$ cat src/logic/alu_types_pkg.sv
////////////////////
// Datapath widths and types of the execution unit, plus the
// state encoding of its control FSM
////////////////////

package alu_types_pkg;

    localparam int XLEN = 32;

    typedef logic [XLEN-1:0]   word_t;
    typedef logic [XLEN/8-1:0] strb_t;
    typedef logic [4:0]        shamt_t;

    // Control FSM states
    typedef enum logic {
        ST_IDLE,
        ST_MEM_WAIT
    } ctrl_state_t;

endpackage

$ cat src/logic/rv32i_isa_pkg.sv
////////////////////
// RV32I instruction encoding: field types, major opcodes and
// funct3 codes, imported by the decode logic of the execution unit
////////////////////

package rv32i_isa_pkg;

    typedef logic [31:0] instr_t;
    typedef logic [6:0]  opcode_t;
    typedef logic [2:0]  funct3_t;
    typedef logic [4:0]  reg_idx_t;

    // Major opcodes handled by the unit
    localparam opcode_t OPC_LOAD    = 7'b0000011;
    localparam opcode_t OPC_STORE   = 7'b0100011;
    localparam opcode_t OPC_LUI     = 7'b0110111;
    localparam opcode_t OPC_ARITH_I = 7'b0010011;
    localparam opcode_t OPC_ARITH_R = 7'b0110011;

    // Integer operations
    localparam funct3_t F3_ADD  = 3'b000;
    localparam funct3_t F3_SLL  = 3'b001;
    localparam funct3_t F3_SLT  = 3'b010;
    localparam funct3_t F3_SLTU = 3'b011;
    localparam funct3_t F3_XOR  = 3'b100;
    localparam funct3_t F3_SR   = 3'b101;
    localparam funct3_t F3_OR   = 3'b110;
    localparam funct3_t F3_AND  = 3'b111;

    // Load and store access sizes
    localparam funct3_t F3_B  = 3'b000;
    localparam funct3_t F3_H  = 3'b001;
    localparam funct3_t F3_W  = 3'b010;
    localparam funct3_t F3_BU = 3'b100;
    localparam funct3_t F3_HU = 3'b101;

    // Instruction bit inside funct7 that turns ADD into SUB and SRL into SRA
    localparam int FUNCT7_ALT_BIT = 30;

endpackage

$ cat src/logic/alu_arith.sv
////////////////////
// Combinational integer unit: R-type and I-type operations and LUI,
// result goes to the writeback merge
////////////////////

`timescale 1ns/1ps

module alu_arith
    import rv32i_isa_pkg::*;
    import alu_types_pkg::*;
(
    input  instr_t instr,
    input  word_t  rs1_val,
    input  word_t  rs2_val,
    output word_t  exec_val
);

    opcode_t opcode;
    funct3_t funct3;
    logic    alt;
    logic    is_reg;
    word_t   imm_i;
    word_t   imm_u;
    word_t   op_b;
    shamt_t  shamt;
    word_t   arith_res;

    ////////////////////
    // Operand selection
    ////////////////////

    assign opcode = instr[6:0];
    assign funct3 = instr[14:12];
    assign alt    = instr[FUNCT7_ALT_BIT];

    // Opcode bit 5 tells R-type from I-type
    assign is_reg = opcode[5];
    assign imm_i  = {{20{instr[31]}}, instr[31:20]};
    assign imm_u  = {instr[31:12], 12'b0};
    assign op_b   = is_reg ? rs2_val : imm_i;
    assign shamt  = op_b[4:0];

    ////////////////////
    // Operations
    ////////////////////

    always_comb begin
        case (funct3)
            F3_ADD: begin
                // Immediate forms never subtract
                if (is_reg && alt) begin
                    arith_res = rs1_val - op_b;
                end else begin
                    arith_res = rs1_val + op_b;
                end
            end
            F3_SLL:  arith_res = rs1_val << shamt;
            F3_SLT:  arith_res = {31'b0, $signed(rs1_val) < $signed(op_b)};
            F3_SLTU: arith_res = {31'b0, rs1_val < op_b};
            F3_XOR:  arith_res = rs1_val ^ op_b;
            F3_SR: begin
                if (alt) begin
                    arith_res = word_t'($signed(rs1_val) >>> shamt);
                end else begin
                    arith_res = rs1_val >> shamt;
                end
            end
            F3_OR:   arith_res = rs1_val | op_b;
            F3_AND:  arith_res = rs1_val & op_b;
            default: arith_res = '0;
        endcase
    end

    assign exec_val = (opcode == OPC_LUI) ? imm_u : arith_res;

endmodule

$ cat src/logic/alu_ctrl.sv
////////////////////
// Sequencing of each instruction: acknowledge towards the requester,
// data memory request and the register write enable
////////////////////

`timescale 1ns/1ps

module alu_ctrl
    import rv32i_isa_pkg::*;
    import alu_types_pkg::*;
(
    input  logic    aclk,
    input  logic    aresetn,
    input  logic    alu_en,
    input  opcode_t opcode,
    input  logic    mem_ready,
    output logic    alu_ready,
    output logic    rd_wr,
    output logic    rd_from_mem,
    output logic    mem_en,
    output logic    mem_wr
);

    ctrl_state_t state;
    logic        is_load;
    logic        is_store;
    logic        is_mem;
    logic        is_exec;
    logic        mem_done;

    // Opcode classes
    assign is_load  = (opcode == OPC_LOAD);
    assign is_store = (opcode == OPC_STORE);
    assign is_mem   = is_load | is_store;
    assign is_exec  = (opcode == OPC_ARITH_R) | (opcode == OPC_ARITH_I) | (opcode == OPC_LUI);

    ////////////////////
    // Memory wait FSM
    ////////////////////

    // Request stays up while a transfer is pending
    assign mem_en   = (state == ST_MEM_WAIT) | (alu_en & is_mem);
    assign mem_wr   = mem_en & is_store;
    assign mem_done = mem_en & mem_ready;

    always_ff @(posedge aclk or negedge aresetn) begin
        if (!aresetn) begin
            state <= ST_IDLE;
        end else begin
            case (state)
                ST_IDLE: begin
                    if (mem_en && !mem_ready) begin
                        state <= ST_MEM_WAIT;
                    end
                end
                ST_MEM_WAIT: begin
                    if (mem_done) begin
                        state <= ST_IDLE;
                    end
                end
                default: state <= ST_IDLE;
            endcase
        end
    end

    ////////////////////
    // Acknowledge and writeback
    ////////////////////

    // Non-memory opcodes, including unsupported ones, finish at once
    assign alu_ready   = alu_en & (is_mem ? mem_done : 1'b1);
    assign rd_wr       = alu_ready & (is_exec | is_load);
    assign rd_from_mem = is_load;

endmodule

$ cat src/logic/alu_lsu_wb.sv
////////////////////
// Load/store datapath: address, write strobes, load extension,
// and the final choice of the register write value
////////////////////

`timescale 1ns/1ps

module alu_lsu_wb
    import rv32i_isa_pkg::*;
    import alu_types_pkg::*;
#(
    parameter int ADDRW = 16
) (
    input  instr_t           instr,
    input  word_t            rs1_val,
    input  word_t            rs2_val,
    input  word_t            exec_val,
    input  logic             rd_from_mem,
    input  word_t            mem_rdata,
    output logic [ADDRW-1:0] mem_addr,
    output word_t            mem_wdata,
    output strb_t            mem_strb,
    output word_t            rd_val,
    output strb_t            rd_strb
);

    opcode_t opcode;
    funct3_t funct3;
    word_t   imm_i;
    word_t   imm_s;
    word_t   addr;
    strb_t   size_strb;
    word_t   load_val;

    assign opcode = instr[6:0];
    assign funct3 = instr[14:12];

    // Store immediate is split around the rd field
    assign imm_i = {{20{instr[31]}}, instr[31:20]};
    assign imm_s = {{20{instr[31]}}, instr[31:25], instr[11:7]};

    assign addr      = rs1_val + ((opcode == OPC_STORE) ? imm_s : imm_i);
    assign mem_addr  = addr[ADDRW-1:0];
    assign mem_wdata = rs2_val;
    assign mem_strb  = size_strb;

    always_comb begin
        case (funct3)
            F3_B, F3_BU: size_strb = 4'b0001;
            F3_H, F3_HU: size_strb = 4'b0011;
            F3_W:        size_strb = 4'b1111;
            default:     size_strb = 4'b0000;
        endcase
    end

    ////////////////////
    // Load extension and merge
    ////////////////////

    always_comb begin
        case (funct3)
            F3_B:    load_val = {{24{mem_rdata[7]}}, mem_rdata[7:0]};
            F3_BU:   load_val = {24'b0, mem_rdata[7:0]};
            F3_H:    load_val = {{16{mem_rdata[15]}}, mem_rdata[15:0]};
            F3_HU:   load_val = {16'b0, mem_rdata[15:0]};
            default: load_val = mem_rdata;
        endcase
    end

    assign rd_val  = rd_from_mem ? load_val : exec_val;
    assign rd_strb = rd_from_mem ? size_strb : '1;

endmodule

$ cat src/logic/alu_top.sv
////////////////////
// RV32I execution unit top level, instantiated by the core with
// the register file query ports and a data memory port
////////////////////

`timescale 1ns/1ps

module alu_top
    import rv32i_isa_pkg::*;
    import alu_types_pkg::*;
#(
    parameter int ADDRW = 16
) (
    input  logic             aclk,
    input  logic             aresetn,
    // Instruction handshake
    input  logic             alu_en,
    output logic             alu_ready,
    input  instr_t           alu_instr,
    // Register file query
    output reg_idx_t         rs1_addr,
    input  word_t            rs1_val,
    output reg_idx_t         rs2_addr,
    input  word_t            rs2_val,
    // Writeback
    output logic             rd_wr,
    output reg_idx_t         rd_addr,
    output word_t            rd_val,
    output strb_t            rd_strb,
    // Data memory
    output logic             mem_en,
    output logic             mem_wr,
    output logic [ADDRW-1:0] mem_addr,
    output word_t            mem_wdata,
    output strb_t            mem_strb,
    input  word_t            mem_rdata,
    input  logic             mem_ready
);

    opcode_t opcode;
    logic    rd_from_mem;
    word_t   exec_val;

    // Register indexes come straight from the encoding
    assign opcode   = alu_instr[6:0];
    assign rs1_addr = alu_instr[19:15];
    assign rs2_addr = alu_instr[24:20];
    assign rd_addr  = alu_instr[11:7];

    alu_ctrl i_ctrl (
        .aclk        (aclk),
        .aresetn     (aresetn),
        .alu_en      (alu_en),
        .opcode      (opcode),
        .mem_ready   (mem_ready),
        .alu_ready   (alu_ready),
        .rd_wr       (rd_wr),
        .rd_from_mem (rd_from_mem),
        .mem_en      (mem_en),
        .mem_wr      (mem_wr)
    );

    alu_arith i_arith (
        .instr    (alu_instr),
        .rs1_val  (rs1_val),
        .rs2_val  (rs2_val),
        .exec_val (exec_val)
    );

    alu_lsu_wb #(
        .ADDRW (ADDRW)
    ) i_lsu_wb (
        .instr       (alu_instr),
        .rs1_val     (rs1_val),
        .rs2_val     (rs2_val),
        .exec_val    (exec_val),
        .rd_from_mem (rd_from_mem),
        .mem_rdata   (mem_rdata),
        .mem_addr    (mem_addr),
        .mem_wdata   (mem_wdata),
        .mem_strb    (mem_strb),
        .rd_val      (rd_val),
        .rd_strb     (rd_strb)
    );

endmodule

$ cat config.mk
export PLATFORM = sky130hd
export DESIGN_NAME = alu_top
export DESIGN_NICKNAME = d
export VERILOG_FILES = /design/src/logic/alu_types_pkg.sv /design/src/logic/rv32i_isa_pkg.sv /design/src/logic/alu_arith.sv /design/src/logic/alu_ctrl.sv /design/src/logic/alu_lsu_wb.sv /design/src/logic/alu_top.sv
export SDC_FILE = /design/constraint.sdc
export NUM_CORES = 1
export LEC_CHECK = 0
export BUFFER_PORTS_ARGS = -buffer_cell sky130_fd_sc_hd__buf_2
export CELL_PAD_IN_SITES_DETAIL_PLACEMENT = 0
export CELL_PAD_IN_SITES_GLOBAL_PLACEMENT = 2
export CORE_MARGIN = 3
export CORE_UTILIZATION = 31
export CTS_CLUSTER_DIAMETER = 50
export DETAILED_ROUTE_END_ITERATION = 7
export PLACE_DENSITY_LB_ADDON = 0.2
export SYNTH_ARGS = -nofsm -noshare
export SYNTH_HDL_FRONTEND = slang
export SYNTH_SLANG_ARGS = --single-unit
export TNS_END_PERCENT = 50
$ cat constraint.sdc
create_clock -name aclk -period 6.64 [get_ports aclk]
set_input_delay 0.996 -clock aclk [delete_from_list [all_inputs] [get_ports aclk]]
set_output_delay 0.996 -clock aclk [all_outputs]
set_load 0.02 [all_outputs]
# --- Word-level counts from Yosys, hierarchy flattened ---
# Index checks and enable logic that the tools add are counted.
op_classes:
  addsub: 3
  n_lt_le_gt_ge: 2
  n_eq_ne: 12
  n_shift: 3
  mux: 14
  bitwise: 14
  reduce_logical: 6
ops:
  columns: ["cell", "n"]
  rows:
  - ["case mux 32 bit (8 select lines)", 1]
  - ["two-way mux 32 bit", 5]
  - ["case mux 32 bit (4 select lines)", 1]
  - ["< comparator 32 bit", 2]
  - ["adder 32 bit", 1]
  - ["AND 32 bit", 1]
  - ["OR 32 bit", 1]
  - ["left shift 32 x 5 -> 32 bit", 1]
  - [">> shifter 32 x 5 -> 32 bit", 1]
  - [">>> shifter 32 x 5 -> 32 bit", 1]
  - ["subtractor 32 bit", 1]
  - ["bitwise XOR 32 bit", 1]
  - ["equality test 7 x 6 -> 1 bit, second input constant", 3]
  - ["adder 16 bit", 1]
  - ["equality test 3 bit, second input constant", 4]
  - ["case mux 4 bit (3 select lines)", 1]
  - ["equality test 7 x 2 -> 1 bit, second input constant", 1]
  - ["equality test 7 x 5 -> 1 bit, second input constant", 1]
  - ["equality test 3 x 2 -> 1 bit, second input constant", 2]
  - ["AND 1 bit", 5]
  - ["two-way mux 5 bit", 1]
  - ["OR 1 bit", 5]
  - ["two-way mux 4 bit", 1]
  - ["OR reduction 2 bit", 2]
  - ["other kinds (7)", 10]
totals:
  reg_bits: 1
  input_bits: 132
  out_inout_bits: 107

# --- Depth between registers and ports, before layout ---
# Gate-level depths: netlist of run 1.
depth:
  word_depth: 8
  ltp_mapped: 20
  ltp_nobuf: 17

# --- Hierarchy ---
# Synthesis of run 1 repeated with hierarchy kept, for this count alone.
hier_totals:
  cells_unflattened: 1728
  hier_area_um2: 11164.5
by_module_without_submodules:
  columns: ["module", "instances", "cells_per_inst", "area_each_um2", "seq_area_each_um2"]
  rows:
  - ["alu_arith", 1, 1459, 9330.2, 0.0]
  - ["alu_lsu_wb", 1, 239, 1576.5, 0.0]
  - ["alu_ctrl", 1, 15, 145.1, 25.0]
  - ["alu_top", 1, 15, 112.6, 0.0]

# --- Worst setup path after synthesis of run 1 ---
# No wires, ideal clock.
synth_timing:
  kind: "input port to output port"
  start: "input alu_instr[5]"
  end: "output rd_val[28]"
  t_arrival_ns: 5.070
  t_required_ns: 5.644
  slack_ns: 0.574
  path_stages: 19
  path_buffers: 5
  path_cell_list: "buf_6 > mux2i_4 > inv_2 > buf_4 > buf_6 > buf_6 > buf_2 > ha_1 > fa_1 > a211oi_1 > o31a_1 > a21oi_1 > a311oi_1 > nor3_1 > o31ai_2 > o31ai_1 > xnor2_1 > o221ai_1 > a211oi_1"
synth_via:
  elab_chain_cells: 6
synth_rtl:
  columns: ["element", "line", "rtl"]
  rows:
  - ["start: declaration", "alu_top.sv:19", "input instr_t alu_instr,"]
  - ["two-way mux 32 bit", "alu_arith.sv:40", "assign op_b = is_reg ? rs2_val : imm_i;"]
  - ["adder 32 bit, or another cell as far along", "alu_arith.sv:54", "arith_res = rs1_val + op_b;"]
  - ["two-way mux 32 bit, on equally long branches", "alu_arith.sv:51, alu_arith.sv:62", null]
  - ["case mux 32 bit (8 select lines)", "alu_arith.sv:48", "case (funct3)"]
  - ["two-way mux 32 bit", "alu_arith.sv:74", "assign exec_val = (opcode == OPC_LUI) ? imm_u : arith_res;"]
  - ["two-way mux 32 bit (*)", "alu_lsu_wb.sv:70", "assign rd_val = rd_from_mem ? load_val : exec_val;"]
  - ["end: declaration", "alu_top.sv:28", "output word_t rd_val,"]
# Mark *: on every way between the ends. The rest lies on a longest branch, timed or not.

# --- Worst setup path after layout of run 1 ---
layout_timing:
  start: "input alu_instr[31]"
  end: "output rd_val[30]"
layout_via:
  elab_chain_cells: 6
layout_rtl:
  columns: ["element", "line", "rtl"]
  rows:
  - ["two-way mux 32 bit (*)", "alu_arith.sv:40", null]
  - ["adder 32 bit or subtractor 32 bit (tied branches)", "alu_arith.sv:54, alu_arith.sv:52", null]
  - ["two-way mux 32 bit", "alu_arith.sv:51", "if (is_reg && alt) begin"]
  - ["case mux 32 bit (8 select lines) (*)", "alu_arith.sv:48", null]
  - ["two-way mux 32 bit (*)", "alu_arith.sv:74", null]
  - ["two-way mux 32 bit (*)", "alu_lsu_wb.sv:70", null]
# Marked as above.

==> flow_metrics.env, run 1 <==
export IMPL_design_portCount=239
export IMPL_ctsHoldBuffers=0
export IMPL_cp_top_family="simple AND/OR/NAND/NOR gates"
export IMPL_globalRoute_totalOverflow=0
export IMPL_layout_common_cells="sky130_fd_sc_hd__buf_2 (238), sky130_fd_sc_hd__a21oi_1 (232), sky130_fd_sc_hd__nor2_1 (178)"
export IMPL_initial_antenna_violation_count=1
export IMPL_global_route_total_usage_across_every_layer=0.316
export IMPL_crit_type="in -> out"
export IMPL_yosys_register_bits=1
export IMPL_detailedPlacementHpwl_um=50600
export IMPL_postSynthNetCount=1946
export IMPL_cts_repair_timing_setup_buffer_count=0
export IMPL_die_area_um2=37700
export IMPL_worst_slew_pin_slew_ns=1.13
export IMPL_area_growth_syn_to_layout_pct=11.7
export IMPL_routed_via_count=14146
export IMPL_layout_cell_area_non_filler_um2=12300
export IMPL_drt_pass1_iterations=6
export IMPL_fp_coreArea_um2=34700
export IMPL_cp_slowest_stage_delay_ns=0.57
export IMPL_synth_top_cell_area_share=0.128
export IMPL_finalCriticalPeriod_ns=6.41
export IMPL_rsz_0062_raised_after_global_routing="no"
export IMPL_synth_top_cells_by_area="sky130_fd_sc_hd__ha_1 (13%), sky130_fd_sc_hd__a21oi_1 (11%), sky130_fd_sc_hd__mux2i_1 (6.6%)"
export IMPL_grt_start_max_net_pins=65
export IMPL_port_buffers=238
export IMPL_synthesis_warnings=0
export IMPL_rows=68
export IMPL_holdCritPathClass="reg -> reg"
export IMPL_cts_resized_gates=0
export IMPL_routed_via_density=6.21
export IMPL_nets=2071
export IMPL_final_setup_viol_count=0
export IMPL_status="finished clean"
export IMPL_worst_setup_hold_path_clk_slew_ns=0
export IMPL_drt_drc_violations_left=0
export IMPL_critical_path_startpoint="alu_instr[31]"
export IMPL_critical_path_arrival_ns=5.41
export IMPL_area_of_the_mapped_netlist_um2=11000
export IMPL_synth_edf_count=0
export IMPL_dpl_worst_slack_ns=0.432
export IMPL_synth_area_leader_cell="sky130_fd_sc_hd__ha_1"
export IMPL_timing_setup_tns_ns=0
export IMPL_multi_input_comb_area_um2=9650
export IMPL_yosys_most_used_dff="sky130_fd_sc_hd__dfrtp_1"
export IMPL_worst_path_max_fanout=10
export IMPL_timing_critical_path_buf_inv=3
export IMPL_final_period_utilization=0.965
export IMPL_hold_viol=0
export IMPL_gpl_final_weighted_congestion=0.996
export IMPL_cells_traversed_along_the_worst_timing_path="buf_2 -> nor2b_2 -> buf_4 -> a21oi_1 -> ha_1 -> nor2b_1 -> nand2_1 -> nor3b_1 -> nand4_1 -> nor3_1 -> o31ai_2 -> o41ai_1 -> mux2i_1 -> nor2_1 -> o31ai_1 -> buf_2"
export IMPL_crit_path_most_repeated_cell="sky130_fd_sc_hd__buf_2"
export IMPL_upper_clock_frequency_limit_mhz=156
export IMPL_drt_total_wl_um=63300
export IMPL_placed_cell_area_um2=12300
export IMPL_finalHoldWorstSlack_ns=0.491
export IMPL_cp_end_kind="output port"
export IMPL_ant_nets=0
export IMPL_layout_cells_most_common="sky130_fd_sc_hd__buf_2"
export IMPL_cp_start_kind="input pin"
export IMPL_grt_pass1_vias=13426
export IMPL_regArea_um2=25.0
export IMPL_postSynthAreaPerCell_um2=6.47
export IMPL_floorplan_die_height_um=194
export IMPL_start_util=0.316
export IMPL_die_w_um=194
export IMPL_grt_first_pass_wirelength_um=92200
export IMPL_seq_area_frac_synth=0.00228
export IMPL_finalWorstSetupSlack_ns=0.235
export IMPL_post_synth_inst_count=1699
export IMPL_critPathRequiredTime_ns=5.64
export IMPL_drt_wirelength_per_cell_um=27.8
export IMPL_final_layout_size_suffix_gt1_frac=0.195
export IMPL_max_cap_violations=0
export IMPL_count_of_unique_library_cells_instantiated_by_yosys=82
export IMPL_fill_cells=3957
export IMPL_slowest_stage="sky130_fd_sc_hd__nor2b_2"
export IMPL_initialDrtViolationCount=1778
export IMPL_clkLatencyLatePin_ns=0
export IMPL_ys_async_sr_fraction=1.00
export IMPL_slew_headroom=0.244
export IMPL_fin_worst_skew_ns=0
export IMPL_count_of_final_max_slew_check_failures=0
[worst paths after layout]
check                             end  slack (ns)  cells after the start
max reg2reg                  register        5.91                      2
min in group asynchronous   async pin        0.78                      1
max in group asynchronous   async pin        5.78                      1
min reg2reg                  register        0.49                      2
max                        rd_val[30]        0.23                     16
min                          register        0.49                      2
[stage by stage]
step                instances  utilization
global placement         2277        0.353
global route             2277        0.353
CTS                      2277        0.353
detailed placement       2277        0.353
floorplan                1699            -
finish                   2278        0.353
[worst register-to-register path: cells and delay by family (launching register included)]
family	cells	cell delay, ns
and+or+nand+nor	1	0.07
AOI/OAI and AO/OA	1	0.20
DFF	1	0.34
[layer usage]
layer / vias to the layer above / track usage / wire length [um]
met3: 81 / 0.0381 / 5540
met2: 790 / 0.490 / 27300
li1: 6431 / - / -
met4: 2 / 0.0537 / 1430
met5: - / 0 / 13
met1: 6842 / 0.473 / 29000
[Yosys cell counts, types with 9 or more instances]
library cell	number
sky130_fd_sc_hd__a211o_1	12
sky130_fd_sc_hd__a211oi_1	39
sky130_fd_sc_hd__a21o_1	20
sky130_fd_sc_hd__a21oi_1	232
sky130_fd_sc_hd__a221o_1	9
sky130_fd_sc_hd__a31oi_1	19
sky130_fd_sc_hd__and3_1	10
sky130_fd_sc_hd__buf_1	12
sky130_fd_sc_hd__buf_2	31
sky130_fd_sc_hd__buf_4	53
sky130_fd_sc_hd__clkbuf_1	68
sky130_fd_sc_hd__ha_1	112
sky130_fd_sc_hd__inv_1	109
sky130_fd_sc_hd__mux2i_1	72
sky130_fd_sc_hd__mux4_2	22
sky130_fd_sc_hd__nand2_1	166
sky130_fd_sc_hd__nand3_1	32
sky130_fd_sc_hd__nor2_1	179
sky130_fd_sc_hd__nor2b_1	9
sky130_fd_sc_hd__nor3_1	31
sky130_fd_sc_hd__o211ai_1	26
sky130_fd_sc_hd__o21a_1	11
sky130_fd_sc_hd__o21ai_0	121
sky130_fd_sc_hd__o21bai_1	25
sky130_fd_sc_hd__o221ai_1	13
sky130_fd_sc_hd__o22ai_1	26
sky130_fd_sc_hd__o311ai_0	9
sky130_fd_sc_hd__o31ai_1	17
sky130_fd_sc_hd__or2_2	9
sky130_fd_sc_hd__or3_1	12
sky130_fd_sc_hd__xnor2_1	43
sky130_fd_sc_hd__xor2_1	9
[kinds of logic (layout without fill, tap and decap cells)]
kind of cell,after synthesis,in the layout,synth area share
and+or+nand+nor,487,487,0.195
xor gates and xnor gates,52,52,0.0415
AOI/OAI and AO/OA,657,657,0.381
other,0,1,0
DFF,1,1,0.00228
muxes,105,105,0.126
buffers and inverters,282,405,0.121
adders and majority gates,115,115,0.133
[final cells by class]
class	count	area share
Tap cell	455	0.0464
Multi-Input combinational cell	1416	0.787
Antenna cell	1	0.000204
Inverter	113	0.0346
Timing Repair Buffer	292	0.130
Sequential cell	1	0.00204
==> inputs of run 2 (changes only) <==
Settings changed: CTS_BUF_LIST from default to sky130_fd_sc_hd__clkbuf_8, GPL_TIMING_DRIVEN from default to 0.
==> flow_metrics.env, run 2 (synthesized netlist as in run 1, its figures left out) <==
export IMPL_status="finished clean"
export IMPL_design_portCount=239
export IMPL_floorplan_die_height_um=194
export IMPL_start_util=0.316
export IMPL_layout_cell_area_non_filler_um2=12900
export IMPL_gpl_final_weighted_congestion=1.04
export IMPL_max_cap_violations=0
export IMPL_globalRouteMet3Util=0.0624
export IMPL_critPathRequiredTime_ns=5.64
export IMPL_antenna_cells=0
export IMPL_finalCriticalPeriod_ns=6.55
export IMPL_slowest_stage="sky130_fd_sc_hd__o41ai_1"
export IMPL_routed_via_count=15264
export IMPL_switching_power_as_a_share_of_total_power=0.668
export IMPL_layout_common_cells="sky130_fd_sc_hd__buf_2 (261), sky130_fd_sc_hd__a21oi_1 (229), sky130_fd_sc_hd__nor2_1 (178)"
export IMPL_most_crowded_layer_gr="met2"
export IMPL_grt_first_pass_wirelength_um=106000
export IMPL_drt_pass1_iterations=6
export IMPL_rows=68
export IMPL_grt_pass1_vias=14543
export IMPL_drt_wirelength_per_cell_um=31.4
export IMPL_total_power_w=0.00160
export IMPL_cp_end_kind="output port"
export IMPL_final_layout_size_suffix_gt1_frac=0.212
export IMPL_power_sequential_fraction=0.004
export IMPL_drt_drc_violations_left=0
export IMPL_worst_slew_pin_slew_ns=1.29
export IMPL_fp_coreArea_um2=34700
export IMPL_timing_critical_path_buf_inv=5
export IMPL_p_clk_frac=0
export IMPL_global_route_total_usage_across_every_layer=0.374
export IMPL_p_comb_frac=0.996
export IMPL_crit_path_most_repeated_cell="sky130_fd_sc_hd__buf_2"
export IMPL_ctsHoldBuffers=0
export IMPL_finalHoldWorstSlack_ns=0.517
export IMPL_switching_power_w=0.00107
export IMPL_drt_total_wl_um=74900
export IMPL_worst_path_max_fanout=19
export IMPL_cellLeakagePower_nw=5.81
export IMPL_peakVddDrop_v=0.0000558
export IMPL_final_core_utilization=0.371
export IMPL_cp_slowest_stage_delay_ns=0.47
export IMPL_final_setup_viol_count=0
export IMPL_ant_nets=0
export IMPL_globalRoute_totalOverflow=0
export IMPL_critical_path_arrival_ns=5.56
export IMPL_die_area_um2=37700
export IMPL_holdCritPathClass="reg -> reg"
export IMPL_power_density_nw_per_um2=125
export IMPL_cp_start_kind="input pin"
export IMPL_fill_cells=3934
export IMPL_slew_headroom=0.131
export IMPL_hold_viol=0
export IMPL_timing_setup_tns_ns=0
export IMPL_worst_setup_hold_path_clk_slew_ns=0
export IMPL_initialDrtViolationCount=1810
export IMPL_routed_via_density=6.40
export IMPL_nets=2179
export IMPL_fin_worst_skew_ns=0
export IMPL_clkLatencyLatePin_ns=0
export IMPL_final_period_utilization=0.987
export IMPL_count_of_final_max_slew_check_failures=0
export IMPL_layout_cells_most_common="sky130_fd_sc_hd__buf_2"
export IMPL_groute_layer_met2_usage=0.598
export IMPL_detailedPlacementHpwl_um=61800
export IMPL_grt_util_met1=0.508
export IMPL_placed_cell_area_um2=12700
export IMPL_crit_type="in -> out"
export IMPL_area_growth_syn_to_layout_pct=17.2
export IMPL_cells_traversed_along_the_worst_timing_path="buf_2 -> mux2i_4 -> inv_2 -> buf_2 -> clkbuf_4 -> ha_1 -> a211oi_1 -> o31a_1 -> a21oi_2 -> a311oi_4 -> nor3_4 -> o31ai_4 -> o41ai_1 -> mux2i_1 -> nor2_1 -> o31ai_1 -> buf_2"
export IMPL_port_buffers=236
export IMPL_cp_top_family="compound AO/OA/AOI/OAI gates"
export IMPL_die_w_um=194
export IMPL_internal_power_w=0.000532
export IMPL_grt_start_max_net_pins=22
export IMPL_initial_antenna_violation_count=1
export IMPL_upper_clock_frequency_limit_mhz=153
run 2: worst paths after layout:
path                       slack, ns           from  depth (start not counted)          to
min in group asynchronous       0.78        aresetn                          1   async pin
hold reg to reg                 0.52       register                          2    register
setup reg to reg                5.88       register                          2    register
hold / removal                  0.52       register                          2    register
setup / recovery                0.09  alu_instr[22]                         17  rd_val[30]
max in group asynchronous       5.77        aresetn                          1   async pin
run 2: power groups by stage:
stage | sequential, W | clock (W) | combinational, W
2_1_floorplan | 0.00000626 | 0 | 0.000945
3_3_place_gp | 0.00000626 | 0 | 0.00154
3_5_place_dp | 0.00000626 | 0 | 0.00152
4_1_cts | 0.00000626 | 0 | 0.00154
5_1_grt | 0.00000626 | 0 | 0.00167
6_report | 0.00000626 | 0 | 0.00160
run 2: metal layers:
metal / vias to the layer above / wire length, um
met2: 1075 / 33000
li1: 6647 / -
met5: - / 43
met3: 185 / 7510
met1: 7355 / 30900
met4: 2 / 3370
run 2: cell type report:
class / instances / area, um^2 / area share
timing repair buffer: 241 / 1220 / 0.0947
sequential: 1 / 25.0 / 0.00194
tap: 455 / 569 / 0.0442
buffer: 159 / 896 / 0.0696
multi-input combinational: 1416 / 9740 / 0.756
inverter: 113 / 429 / 0.0333
run 2: repair_timing:
item / in CTS / in global routing
gates resized for setup: 20 / 19
endpoints found under the setup margin: 21 / 9
setup buffers: 4 / 1
pin swaps: 1 / 4
gates cloned: 0 / 0
run 2: worst reg2reg max path, stage by stage (launching register included):
cell	delay, ns
sky130_fd_sc_hd__dfrtp_1	0.34
sky130_fd_sc_hd__a21oi_1	0.21
sky130_fd_sc_hd__nor2_1	0.08
run 2: stage by stage:
stage                     setup WS (ns)  cells
after floorplan                   0.574   1699
final                            0.0867   2385
after global routing           -0.00947   2385
after global placement            -1.30   2390
after CTS                       -0.0101   2387
after detailed placement          -1.24   2390
(Power assumes the default switching activity.)
==> inputs of run 3 (changes only) <==
Settings changed: BUFFER_PORTS_ARGS -buffer_cell sky130_fd_sc_hd__buf_2 to default, CORE_UTILIZATION 31 to 36, DONT_BUFFER_PORTS from default to 1.
==> flow_metrics.env, run 3 (synthesized netlist as in run 1, its figures left out) <==
export IMPL_design_portCount=239
export IMPL_start_util=0.368
export IMPL_timing_setup_tns_ns=0
export IMPL_slew_headroom=0.196
export IMPL_final_setup_viol_count=0
export IMPL_fp_coreArea_um2=29900
export IMPL_critical_path_startpoint="alu_instr[5]"
export IMPL_worst_setup_hold_path_clk_slew_ns=0
export IMPL_status="finished clean"
export IMPL_cellLeakagePower_nw=4.88
export IMPL_routed_via_density=6.89
export IMPL_routed_via_count=14382
export IMPL_die_area_um2=32600
export IMPL_drt_drc_violations_left=0
export IMPL_cells_traversed_along_the_worst_timing_path="buf_6 -> buf_2 -> clkbuf_4 -> mux2i_1 -> ha_1 -> buf_2 -> nor4_2 -> nand2_1 -> o211ai_1 -> o41a_1 -> o21a_1 -> nor3_2 -> o41a_1 -> nor4b_1 -> a21oi_1 -> a211oi_4"
export IMPL_final_period_utilization=0.991
export IMPL_slowest_stage="sky130_fd_sc_hd__o41a_1"
export IMPL_fill_cells=3409
export IMPL_detailedPlacementHpwl_um=58100
export IMPL_ant_nets=0
export IMPL_clkLatencyLatePin_ns=0
export IMPL_initial_antenna_violation_count=1
export IMPL_global_route_total_usage_across_every_layer=0.403
export IMPL_die_w_um=181
export IMPL_worst_slew_pin_slew_ns=1.20
export IMPL_final_core_utilization=0.388
export IMPL_upper_clock_frequency_limit_mhz=152
export IMPL_final_layout_size_suffix_gt1_frac=0.105
export IMPL_fin_worst_skew_ns=0
export IMPL_critical_path_arrival_ns=5.58
export IMPL_crit_type="in -> out"
export IMPL_ctsHoldBuffers=0
export IMPL_power_density_nw_per_um2=123
export IMPL_count_of_final_max_slew_check_failures=0
export IMPL_critPathRequiredTime_ns=5.64
export IMPL_worst_path_max_fanout=10
export IMPL_drt_wirelength_per_cell_um=33.6
export IMPL_grt_pass1_vias=13511
export IMPL_cp_slowest_stage_delay_ns=0.43
export IMPL_area_growth_syn_to_layout_pct=5.57
export IMPL_peakVddDrop_v=0.0000343
export IMPL_layout_common_cells="sky130_fd_sc_hd__a21oi_1 (228), sky130_fd_sc_hd__nor2_1 (179), sky130_fd_sc_hd__nand2_1 (166)"
export IMPL_rows=63
export IMPL_floorplan_die_height_um=181
export IMPL_grt_start_max_net_pins=30
export IMPL_rsz_0062_raised_after_global_routing="no"
export IMPL_timing_reg2reg_worst_path_depth=2
export IMPL_rrSetupSlack_ns=5.91
export IMPL_hold_viol=0
export IMPL_max_cap_violations=0
export IMPL_cp_start_kind="input pin"
export IMPL_critPathCapture="rd_val[29]"
export IMPL_drt_pass1_iterations=5
export IMPL_cp_end_kind="output port"
export IMPL_gpl_final_weighted_congestion=1.07
export IMPL_initialDrtViolationCount=1958
export IMPL_layout_cells_most_common="sky130_fd_sc_hd__a21oi_1"
export IMPL_grt_first_pass_wirelength_um=98500
export IMPL_dpl_worst_slack_ns=-1.15
export IMPL_drt_total_wl_um=70200
export IMPL_holdCritPathClass="reg -> reg"
export IMPL_total_power_w=0.00143
export IMPL_globalRoute_totalOverflow=0
export IMPL_port_buffers=0
export IMPL_finalCriticalPeriod_ns=6.58
export IMPL_finalWorstSetupSlack_ns=0.0613
export IMPL_nets=1944
[run 3: cell count changes in the layout (fill, tap and decap cells not counted), moves of 2 or more]
cell                       before  now
sky130_fd_sc_hd__a211oi_1      37   35
sky130_fd_sc_hd__a211oi_4       0    2
sky130_fd_sc_hd__buf_2        261   27
sky130_fd_sc_hd__clkbuf_1      57   55
sky130_fd_sc_hd__clkbuf_2       4    7
sky130_fd_sc_hd__mux2i_1       69   72
sky130_fd_sc_hd__mux2i_2        3    0
sky130_fd_sc_hd__o31ai_2        0    2
[run 3: final cells by class]
| type | instances | area, um^2 | share of cell area |
|---|---|---|---|
| inverters | 113 | 425 | 0.0367 |
| diodes | 1 | 2.50 | 0.000216 |
| repair buffers | 5 | 37.5 | 0.00324 |
| multi-input cells | 1416 | 9720 | 0.838 |
| plain buffers | 160 | 895 | 0.0771 |
| flip-flops and latches | 1 | 25.0 | 0.00216 |
| well taps | 390 | 488 | 0.0421 |
[run 3: per-stage QoR]
| step | area (um^2) | cells | hold slack (ns) |
|---|---|---|---|
| floorplan | 11000 | 1699 | 0.460 |
| global placement | 11500 | 2089 | 0.473 |
| detailed placement | 11500 | 2089 | 0.488 |
| CTS | 11500 | 2084 | 0.490 |
| global route | 11600 | 2085 | 0.512 |
| finish | 11600 | 2086 | 0.486 |
[run 3: worst max-delay path, delay by kind of cell]
| kind | cells | cell delay, ns |
|---|---|---|
| AO/OA/AOI/OAI | 6 | 1.96 |
| multiplexers | 1 | 0.42 |
| buffers and inverters | 4 | 1.03 |
| adder cells (fa/ha/maj) | 1 | 0.30 |
| AND/OR/NAND/NOR | 4 | 0.83 |
[run 3: worst min-delay path by stage]
stage | from | end | depth (start not counted)
floorplan | register | register | 2
global placement | register | register | 2
detailed placement | register | register | 2
CTS | register | register | 2
global route | register | register | 2
finish | register | register | 2
[run 3: where the power goes]
part	internal [W]	switching, W
Clock	0.0000000000210	0
Combinational	0.000459	0.000962
Sequential	0.00000625	0.0000000119
[run 3: routing by layer]
metal	GRT usage	vias up	wire length (um)
li1	-	6191	-
met1	0.556	6936	29000
met2	0.632	1050	30600
met3	0.0553	203	6870
met4	0.163	2	3690
met5	0	-	13
[run 3: timing repair]
| item | 4_1_cts | 5_1_grt |
|---|---|---|
| gates resized for setup | 23 | 13 |
| buffers inserted | 1 | 4 |
| pin swaps | 2 | 3 |
| setup endpoints to repair | 19 | 13 |
